<file path="src/mipsPkg.sv">
package mipsPkg;

	// widths that carry a meaning
	typedef logic [31:0] wordT;
	typedef logic [31:0] addrT;
	typedef logic [4:0]  regIdxT;
	// execute operand source
	typedef logic [1:0]  fwdSelT;

	localparam fwdSelT fwdReg = 2'd0;
	localparam fwdSelT fwdWb  = 2'd1;
	localparam fwdSelT fwdMem = 2'd2;

	// primary opcodes of the subset
	typedef enum logic [5:0] {
		opSpecial = 6'h00,
		opJ       = 6'h02,
		opBeq     = 6'h04,
		opBne     = 6'h05,
		opAddiu   = 6'h09,
		opOri     = 6'h0d,
		opLui     = 6'h0f,
		opLw      = 6'h23,
		opSw      = 6'h2b
	} opcodeT;

	// funct field of special ops
	localparam logic [5:0] functAddu = 6'h21;
	localparam logic [5:0] functSubu = 6'h23;
	localparam logic [5:0] functAnd  = 6'h24;
	localparam logic [5:0] functOr   = 6'h25;
	localparam logic [5:0] functSlt  = 6'h2a;

	typedef enum logic [2:0] {
		aluAdd,
		aluSub,
		aluAnd,
		aluOr,
		aluSlt,
		aluLui
	} aluOpT;

	// decoded controls, all zero is a no-op
	typedef struct packed {
		logic  regWrite;
		logic  memToReg;
		logic  memWrite;
		logic  aluSrcImm;
		logic  regDstRd;
		logic  isBranch;
		logic  branchNe;
		logic  isJump;
		aluOpT aluOp;
	} ctrlT;

	typedef struct packed {
		logic en;
		logic we;
		addrT addr;
		wordT wdata;
	} dmemReqT;

	// one retired register write
	typedef struct packed {
		logic   valid;
		addrT   pc;
		regIdxT regNum;
		wordT   data;
	} wbTraceT;

endpackage

</file>
<file path="src/hazardUnit.sv">
`timescale 1ns/1ps

module hazardUnit import mipsPkg::*; (
	input  logic   iStall,
	input  logic   dStall,
	input  regIdxT rsD, rtD, rsE, rtE,
	input  regIdxT writeRegE, writeRegM, writeRegW,
	input  logic   regWriteE, regWriteM, regWriteW,
	input  logic   memToRegE,
	input  logic   jumpD,
	input  logic   mispredictE,
	output logic   stallF, stallD, flushD, flushE,
	output logic   freeze,
	output fwdSelT fwdAE, fwdBE
);

	logic loadUse;

	// newest producer wins, so memory stage before writeback
	function automatic fwdSelT pickFwd(
		input regIdxT src,
		input regIdxT wrM,
		input logic   weM,
		input regIdxT wrW,
		input logic   weW
	);
		if (src == '0)
			return fwdReg;
		if (weM && wrM == src)
			return fwdMem;
		if (weW && wrW == src)
			return fwdWb;
		return fwdReg;
	endfunction

	assign fwdAE = pickFwd(rsE, writeRegM, regWriteM, writeRegW, regWriteW);
	assign fwdBE = pickFwd(rtE, writeRegM, regWriteM, writeRegW, regWriteW);

	// load in execute feeding decode, data not ready until writeback
	assign loadUse = regWriteE & memToRegE & (writeRegE != '0)
		& ((writeRegE == rsD) | (writeRegE == rtD));

	// either memory stall freezes every stage
	assign freeze = iStall | dStall;

	assign stallF = freeze | loadUse;
	assign stallD = freeze | loadUse;

	// a jump held by the interlock redirects one cycle later
	assign flushD = ~freeze & (mispredictE | (jumpD & ~loadUse));
	// bubble into execute
	assign flushE = ~freeze & (mispredictE | loadUse);

endmodule

</file>
<file path="config.mk">
export PLATFORM = sky130hd
export DESIGN_NAME = hazardUnit
export DESIGN_NICKNAME = d
export VERILOG_FILES = /design/src/mipsPkg.sv /design/src/hazardUnit.sv
export SDC_FILE = /design/constraint.sdc
export NUM_CORES = 1
export LEC_CHECK = 0
export ABC_AREA = 0
export BUFFER_PORTS_ARGS = -buffer_cell sky130_fd_sc_hd__buf_2
export CAP_MARGIN = 5
export CORE_AREA = 2 2 39 41
export DETAILED_ROUTE_END_ITERATION = 10
export DIE_AREA = 0 0 41 43
export GPL_ROUTABILITY_DRIVEN = 0
export GPL_TIMING_DRIVEN = 0
export PLACE_DENSITY = 0.91
export SYNTH_ARGS = -nofsm -noshare
export SYNTH_HDL_FRONTEND = slang
export SYNTH_SLANG_ARGS = --single-unit
</file>
<file path="constraint.sdc">
create_clock -name vclk -period 1.4
set_input_delay 0.14 -clock vclk [all_inputs]
set_output_delay 0.14 -clock vclk [all_outputs]
set_load 0.1 [all_outputs]
</file>
* Word-level counts from Yosys, hierarchy flattened
Cells that the tools add are included.
** Storage, ports and cells
- Word-level logic and storage cells :: 50
- Register bits :: 0
- Output and inout bits :: 9
- Input bits :: 43
** Cells by class
- Equality and inequality tests :: 6
- Bitwise gates (word level) :: 13
- Reductions and logical operators :: 7
- Multiplexer cells :: 24
** Operators by type and width (number)
- $eq 5x5->1 :: 6
- $mux 2 :: 12
- $mux 1 :: 12
- $logic_not 5->1 :: 2
- $and 1x1->1 :: 6
- $or 1x1->1 :: 5
- $reduce_bool 5->1 :: 1
- $logic_and 1x1->1 :: 4
- $not 1->1 :: 2

* Longest topological paths before layout
Gate-level depths: netlist (run 1).
- Depth after elaboration :: 9
- Depth in mapped cells :: 5
- Depth with buffers taken out :: 4

* Worst setup path after synthesis (run 1)
No wires, ideal clock.
- Path kind :: input-to-output
- Start :: input writeRegE[2]
- End :: output stallF
- Cell stages on the path :: 5
- Buffers on the path :: 1
- Path slack :: -2.078 ns
- Arrival :: 3.338 ns
- Path through :: xor2_1 nor3_1 a22oi_1 o21ai_0 buf_4
** On the way
- Longest elaborated chain between the ends :: 4
- Elaborated cells on any way between the ends :: 7
** RTL lines
- start, declared :: line hazardUnit.sv:7 : input regIdxT writeRegE, writeRegM, writeRegW,
- $eq 5x5->1 or $reduce_bool 5->1 (tied branches) :: line hazardUnit.sv:41, hazardUnit.sv:40
- $or 1x1->1 or $and 1x1->1 (tied branches) :: line hazardUnit.sv:41, hazardUnit.sv:40
- $and 1x1->1 * :: line hazardUnit.sv:41 : & ((writeRegE == rsD) | (writeRegE == rtD));
- $or 1x1->1 *
- end, declared :: line hazardUnit.sv:12 : output logic stallF, stallD, flushD, flushE,
Mark *: on every way between the ends. The rest lies on a longest branch, timed or not.

* Final worst setup path (run 1)
- Start :: input writeRegE[4]
- End :: output stallF
** On the way
- Longest elaborated chain between the ends :: 4
- Elaborated cells on any way between the ends :: 7
** RTL lines
- $eq 5x5->1 or $reduce_bool 5->1 (tied branches) :: line hazardUnit.sv:41, hazardUnit.sv:40
- $or 1x1->1 or $and 1x1->1 (tied branches) :: line hazardUnit.sv:41, hazardUnit.sv:40
- $and 1x1->1 * :: line hazardUnit.sv:41
- $or 1x1->1 * :: line hazardUnit.sv:46 : assign stallF = freeze | loadUse;
Marked as above.

==> results of run 1 <==
==> metrics by stage <==
stage	setup WS (ns)	std cells	hold WS (ns)
after floorplan	-0.510	64	0.525
after global placement	-0.418	132	0.830
after detailed placement	-0.435	132	0.830
after CTS	-0.180	134	0.694
after global routing	-0.168	135	0.681
final	-0.145	135	0.668
==> where the power goes <==
group          switching [mW]  internal, mW
clock network               0             0
logic                   0.207         0.165
registers                   0             0
==> metal layers <==
metal | GRT usage [%] | up-vias | share of wire [%]
li1 | - | 336 | -
met1 | 21.3 | 340 | 34
met2 | 45.6 | 30 | 61
met3 | 0 | 2 | 3.8
met4 | 0 | 0 | 1.2
met5 | 0 | - | 0
==> kinds of logic after synthesis <==
logic type,after synthesis,share of synthesized area [%]
AOI/OAI and AO/OA,9,15.7
buffers and inverters,2,2.48
and+or+nand+nor,25,27.8
xor gates and xnor gates,28,54.0
==> layout make-up <==
cell class	instances	share of cell area, %
plain buffers	1	1.04
well taps	16	1.85
repair buffers	55	44.4
inverters	1	0.695
multi-input cells	62	52.0
==> cell usage after synthesis, drive strengths merged (2+ instances only) <==
master / instances / area share [%]
a211oi: 2 / 3.3
and3: 2 / 2.8
nand2: 5 / 4.1
nand3: 2 / 2.2
nor2: 7 / 5.8
nor3: 4 / 4.4
nor4: 2 / 2.8
o21a: 2 / 3.3
or4: 3 / 5.8
xnor2: 4 / 7.7
xor2: 24 / 46
==> final timing paths <==
path	start	end	cells after the start
worst max-delay path	writeRegE[4]	stallF	6
worst min-delay path	rtE[1]	fwdBE[1]	3
==> what timing repair did <==
action	in CTS	in global routing
setup buffers	2	1
endpoints found under the setup margin	8	8
pin swaps	9	11
resized for setup	43	20
hold endpoints to repair	0	0
==> impl_metrics.toml, run 1 <==
[final_layout]
nClkBuffers = 0
mostFrequentLayoutCells = "31 x buf_2, 23 x xor2_1, 10 x buf_6"
num-fill-cells = 91
syn_to_final_growth_pct = 138
final_area_um2 = 1080
diodes = 0
drive_gt1_share_pct = 63.0
design.seq.count = 0
final_common_cell = "buf_2"
multiInputGateArea_um2 = 562
register_area_um2 = 0
nNetsFinal = 164
postLayoutCoreUtil_pct = 78.0

[sta]
min_period_over_period_pct = 110
setup_tns_ns = -0.476
worst_pin_slew_ns = 0.484
hold_violations = 0
rsz0062_at_grt = "yes"
drv_slew = 0
clock.fmax_mhz = 647
relSlewSlack_pct = 68.0
setup_ws_ns = -0.145
period_needed_ns = 1.54
finalSetupViolations = 6

[die]
rows = 14
start_util_pct = 32.8
ios = 52
die_w_um = 41
dieArea_um2 = 1760
die_h_um = 43
fp.coreArea_um2 = 1380

[worst_setup_path]
crit_chain = "buf_8 -> or4_4 -> o211ai_4 -> o21ai_4 -> buf_6 -> buf_12"
worstPathArrival_ns = 1.40
cp_max_fo = 3
worstPathRequired_ns = 1.26
cp_slowest_cell = "or4_4"
startpoint_type = "input port"
path_class = "in2out"
cp-end-kind = "output port"
cp_num_buf_inv = 3
critPathTopFamily = "simple AND/OR/NAND/NOR gates"
cpPeakStageDelay_ns = 0.55

[synth]
syn_inst = 64
syn-mean-instance-area_um2 = 7.10
synth_fp_nets = 107
synth_seq_area_share_pct = 0
syn_area_um2 = 454
ys_warn_count = 0
synth.distinct_cells = 19

[power_and_ir_drop]
irDropWorstVdd_uv = 204
power_density_nw_per_um2 = 345
p_leak_nw = 0.481
p_total_mw = 0.372

[global_routing]
grt.total_usage_pct = 21.3
antenna_found_initial = 0
grt_start_max_net_pins = 5
grt_pass1_vias = 656
grt_pass1_wl_um = 2690
overflow = 0

[placed_design]
hpwl_um = 1350
io_buffers = 52
place_area_um2 = 807

[route]
first_iter_violations = 22
drc_errors = 0
num_vias = 708
antenna_left = 0
drt-vias-per-instance = 5.24
routedWlPerCell_um = 16.6
dr.pass1.iters = 4
drt_wl_total_um = 2240

[worst_hold_path]
min_path_type = "in2out"

[clocking]
cts_hold_buffers = 0

[status]
status = "complete, but fails checks"
violations = "negative setup slack"

[flow_run]
maxCapViolCount = 0
(Power assumes the default switching activity.)
==> inputs of run 2 (changes only) <==
REMOVE_ABC_BUFFERS = 1   (was not set)
==> run 2 against run 1 <==
The flow still finishes with violations (negative setup slack). Global-route usage rose by 2.3 points. Final cell count down 1.5%. Critical path depth fell by 1. Utilization is 7.6 points lower. Non-clock buffer count down 2. First-iteration DRC count shrank 64%. Via count down 1.3%. Die area is the same.
==> impl_metrics.toml, run 2 (synthesis results as in run 1) <==
[worst_setup_path]
cp-end-kind = "output port"
critPathTopFamily = "simple AND/OR/NAND/NOR gates"
cp_slowest_cell = "or4_4"
path_class = "in2out"
cp_max_fo = 3
cpPeakStageDelay_ns = 0.54
startpoint_type = "input port"
cp_num_buf_inv = 2
crit_chain = "buf_8 -> or4_4 -> o211ai_4 -> o31a_1 -> buf_12"
worstPathRequired_ns = 1.26
worstPathArrival_ns = 1.41

[sta]
setup_ws_ns = -0.153
finalSetupViolations = 6
whs_ns = 0.699
rsz0062_at_grt = "yes"
drv_slew = 0
worst_pin_slew_ns = 0.483
relSlewSlack_pct = 68.0
hold_violations = 0
clock.fmax_mhz = 644
period_needed_ns = 1.55
min_period_over_period_pct = 111

[die]
die_w_um = 41
fp.coreArea_um2 = 1380
start_util_pct = 32.8
die_h_um = 43
rows = 14
dieArea_um2 = 1760
ios = 52

[global_routing]
grt_pass1_vias = 721
antenna_found_initial = 0
grt_start_max_net_pins = 5
grt.total_usage_pct = 23.6
overflow = 0
grt_pass1_wl_um = 2850

[final_layout]
diodes = 0
final_common_cell = "buf_2"
register_area_um2 = 0
mostFrequentLayoutCells = "32 x buf_2, 20 x xor2_1, 9 x buf_6"
nNetsFinal = 162
nClkBuffers = 0
drive_gt1_share_pct = 57.3
syn_to_final_growth_pct = 115
instances_no_fill = 133
design.seq.count = 0

[power_and_ir_drop]
irDropWorstVdd_uv = 220
power_density_nw_per_um2 = 354
p_leak_nw = 0.453
p_total_mw = 0.345

[route]
num_vias = 699
first_iter_violations = 8
antenna_left = 0
drc_errors = 0
routedWlPerCell_um = 16.2
drt-vias-per-instance = 5.26
drt_wl_total_um = 2160
dr.pass1.iters = 2

[placed_design]
dp_cells = 131
io_buffers = 52
hpwl_um = 1360

[clocking]
cts_hold_buffers = 0

[status]
status = "complete, but fails checks"
violations = "negative setup slack"

[flow_run]
maxCapViolCount = 0

[worst_hold_path]
min_path_type = "in2out"
## run 2: cell count changes in the layout (fill, tap and decap cells not counted), moves of 2 or more
cell,change
buf_12,-4
xor2_1,-3
xor2_2,+3
a211oi_2,+2
a211oi_4,-2
and3_1,+2
and3_2,-2
o21a_1,+2
## run 2: final timing paths
check / end / startpoint / slack (ns) / depth (start not counted)
min: fwdBE[0] / regWriteW / 0.70 / 4
max: flushD / writeRegE[1] / -0.15 / 5
## run 2: final cells by class
class / count / area, um2
inverters: 1 / 3.75
well taps: 16 / 20.0
multi-input cells: 62 / 518
fillers: 110 / 409
repair buffers: 54 / 433
## run 2: per-layer routing
| metal | vias up | routed length, um | global-route usage, % |
|---|---|---|---|
| met2 | 29 | 1390 | 52.5 |
| met5 | - | 0 | 0 |
| met4 | 0 | 85 | 9.33 |
| met1 | 334 | 610 | 15.5 |
| li1 | 328 | - | - |
| met3 | 8 | 71 | 2.62 |
## run 2: what timing repair did
action	CTS	global route
pin swaps	13	9
endpoints found under the setup margin	8	8
resized for setup	36	20
setup buffers	2	0
## run 2: power breakdown
group / switching (mW) / leakage, nW / internal, mW
clock: 0 / 0 / 0
sequential: 0 / 0 / 0
combinational: 0.195 / 0.453 / 0.150
## run 2: metrics by stage
step                instance area, um2  utilization [%]  setup TNS, ns  setup WS, ns
floorplan                          447                -         -12.69         -3.49
global placement                   727             52.5          -1.18        -0.261
detailed placement                 727             52.5          -1.50        -0.287
CTS                                882             63.7         -0.295       -0.0859
global route                       975             70.4         -0.929        -0.246
finish                             975             70.4         -0.607        -0.153
==> inputs of run 3 (changes only) <==
ABC_AREA = 1   (was 0)
BUFFER_PORTS_ARGS = -buffer_cell sky130_fd_sc_hd__buf_4   (was -buffer_cell sky130_fd_sc_hd__buf_2)
CORE_AREA = not set   (was 2 2 39 41)
CORE_MARGIN = 2   (was not set)
CORE_UTILIZATION = 39   (was not set)
DIE_AREA = not set   (was 0 0 41 43)
PLACE_DENSITY = 0.94   (was 0.91)
==> run 3 against run 2 <==
Sequential share of layout area unchanged. Utilization rose by 3.5 points. Non-clock buffer count fell by 2. Total power grew 0.35%. Flip-flop and latch count unchanged. Wire length is 4.5% lower. Count of clock-buffer cells in the layout did not move. Cell area decreased by 0.13%. Global-route usage down 1.6 points. The flow now finishes without violations. Largest power group unchanged. Via count rose by 33%.
==> impl_metrics.toml, run 3 <==
[sta]
worst_pin_slew_ns = 0.281
min_period_over_period_pct = 93.2
whs_ns = 0.723
relSlewSlack_pct = 81.4
clock.fmax_mhz = 767
hold_violations = 0
finalSetupViolations = 0
period_needed_ns = 1.30
drv_slew = 0

[final_layout]
mostFrequentLayoutCells = "51 x buf_4, 28 x nand2_1, 22 x inv_1"
final_common_cell = "buf_4"
nNetsFinal = 214
final_area_um2 = 973
syn_to_final_growth_pct = 74.8
register_area_um2 = 0
instances_no_fill = 184
drive_gt1_share_pct = 35.5
nClkBuffers = 0
diodes = 0
num-fill-cells = 107
design.seq.count = 0
multiInputGateArea_um2 = 450

[global_routing]
grt_pass1_wl_um = 3180
grt.total_usage_pct = 22.0
grt_pass1_vias = 849
antenna_found_initial = 0
overflow = 0
grt_start_max_net_pins = 6

[synth]
ys_top_cells_by_area = "nand2_1 19%, inv_1 15%, nor2_1 15%, xnor2_1 11%, nand3_1 7.2%"
syn_inst = 118
ys_warn_count = 0
netlist_top_cells_count = "28 x nand2_1, 22 x inv_1, 22 x nor2_1"
synth.distinct_cells = 20
yosys.cell_count.top_type = "nand2_1"
syn-mean-instance-area_um2 = 4.72
synth_area_leader_cell = "nand2_1"
syn_area_um2 = 557
yosysTopAreaCellShare_pct = 18.9
synth_seq_area_share_pct = 0

[route]
drt-vias-per-instance = 5.07
antenna_left = 0
drt_wl_total_um = 2060
dr.pass1.iters = 5
dr_wl_met2_um = 1090
top_layer_used = "met4"
wl_met1_um = 765
first_iter_violations = 41
drc_errors = 0
num_vias = 933
routedWlPerCell_um = 11.2
wl_met3_um = 171

[die]
start_util_pct = 42.3
die_w_um = 41.8
rows = 13
die_h_um = 41.8
ios = 52
dieArea_um2 = 1750
fp.coreArea_um2 = 1320

[power_and_ir_drop]
power_density_nw_per_um2 = 356
p_total_mw = 0.346
p_leak_nw = 0.576
irDropWorstVdd_uv = 174

[worst_setup_path]
worstPathArrival_ns = 1.16
crit_path_frequent_cell = "nor2_1"
cpPeakStageDelay_ns = 0.30
crit_chain = "buf_4 -> nor2_1 -> nor2_1 -> nor2_1 -> nand3_1 -> nand2_1 -> nand2_2 -> o21ai_2 -> buf_4"
cp_max_fo = 5
critPathTopFamily = "simple AND/OR/NAND/NOR gates"
path_class = "in2out"
cp-end-kind = "output port"
cp_slowest_cell = "buf_4"
worstPathRequired_ns = 1.26
cp_num_buf_inv = 2
startpoint_type = "input port"

[placed_design]
io_buffers = 52
place_area_um2 = 958
dp_cells = 184
hpwl_um = 1790

[status]
status = "complete, no violations"

[worst_hold_path]
min_path_type = "in2out"

[clocking]
cts_setup_buffers = 0
cts_hold_buffers = 0

[flow_run]
maxCapViolCount = 0
run 3: cell types whose count changed after synthesis, moves of 3 or more:
cell       change
inv_2          +5
o2111ai_1      +3
nor2_1        +15
o22ai_1        +4
inv_1         +21
xor2_1        -24
nand2_1       +23
xnor2_1        +3
nand3_1        +6
run 3: final cells by class:
| class | count | share of cell area (%) |
|---|---|---|
| multi-input combinational | 90 | 46.3 |
| timing repair buffer | 52 | 41.4 |
| inverter | 27 | 10.4 |
| tap | 15 | 1.93 |
run 3: worst paths after layout:
path	start	to	slack, ns	cells after the start
worst max-delay path	writeRegE[0]	flushE	0.1	9
worst min-delay path	jumpD	flushD	0.72	4
run 3: report_power, final:
| group | internal (mW) | leakage [nW] | total, mW | switching (mW) |
|---|---|---|---|---|
| Sequential | 0 | 0 | 0 | 0 |
| Combinational | 0.148 | 0.576 | 0.346 | 0.199 |
| Clock | 0 | 0 | 0 | 0 |
| Total | 0.148 | 0.576 | 0.346 | 0.199 |
run 3: cells by family (layout without fill, tap and decap cells):
logic type / Yosys count / count (layout) / synth area share [%]
and+or+nand+nor: 66 / 66 / 48.5
AOI/OAI and AO/OA: 17 / 17 / 20.9
xor gates and xnor gates: 7 / 7 / 11.0
buffers and inverters: 28 / 79 / 19.6
run 3: per-stage QoR:
stage / util [%] / setup WS, ns / TNS (ns)
after global placement: 72.7 / 0.143 / 0
after floorplan: - / -1.27 / -5.17
after detailed placement: 72.7 / 0.0933 / 0
after global routing: 73.9 / -0.00113 / -0.00113
final: 73.9 / 0.0957 / 0
after CTS: 72.7 / 0.0923 / 0
run 3: worst min-delay path: stages:
cell and delay (ns):
buf_4 0.11, nand3_1 0.07, nand2_1 0.04, buf_4 0.22
run 3: timing repair:
action                                  in CTS  in global routing
endpoints found under the setup margin       0                  1
resized for setup                            0                  4
hold endpoints to repair                     0                  0
run 3: metal layers:
metal	vias up	global-route usage [%]
met1	396	24.1
met3	6	1.30
met2	49	44.1
met4	0	5.81
li1	482	-
met5	-	0
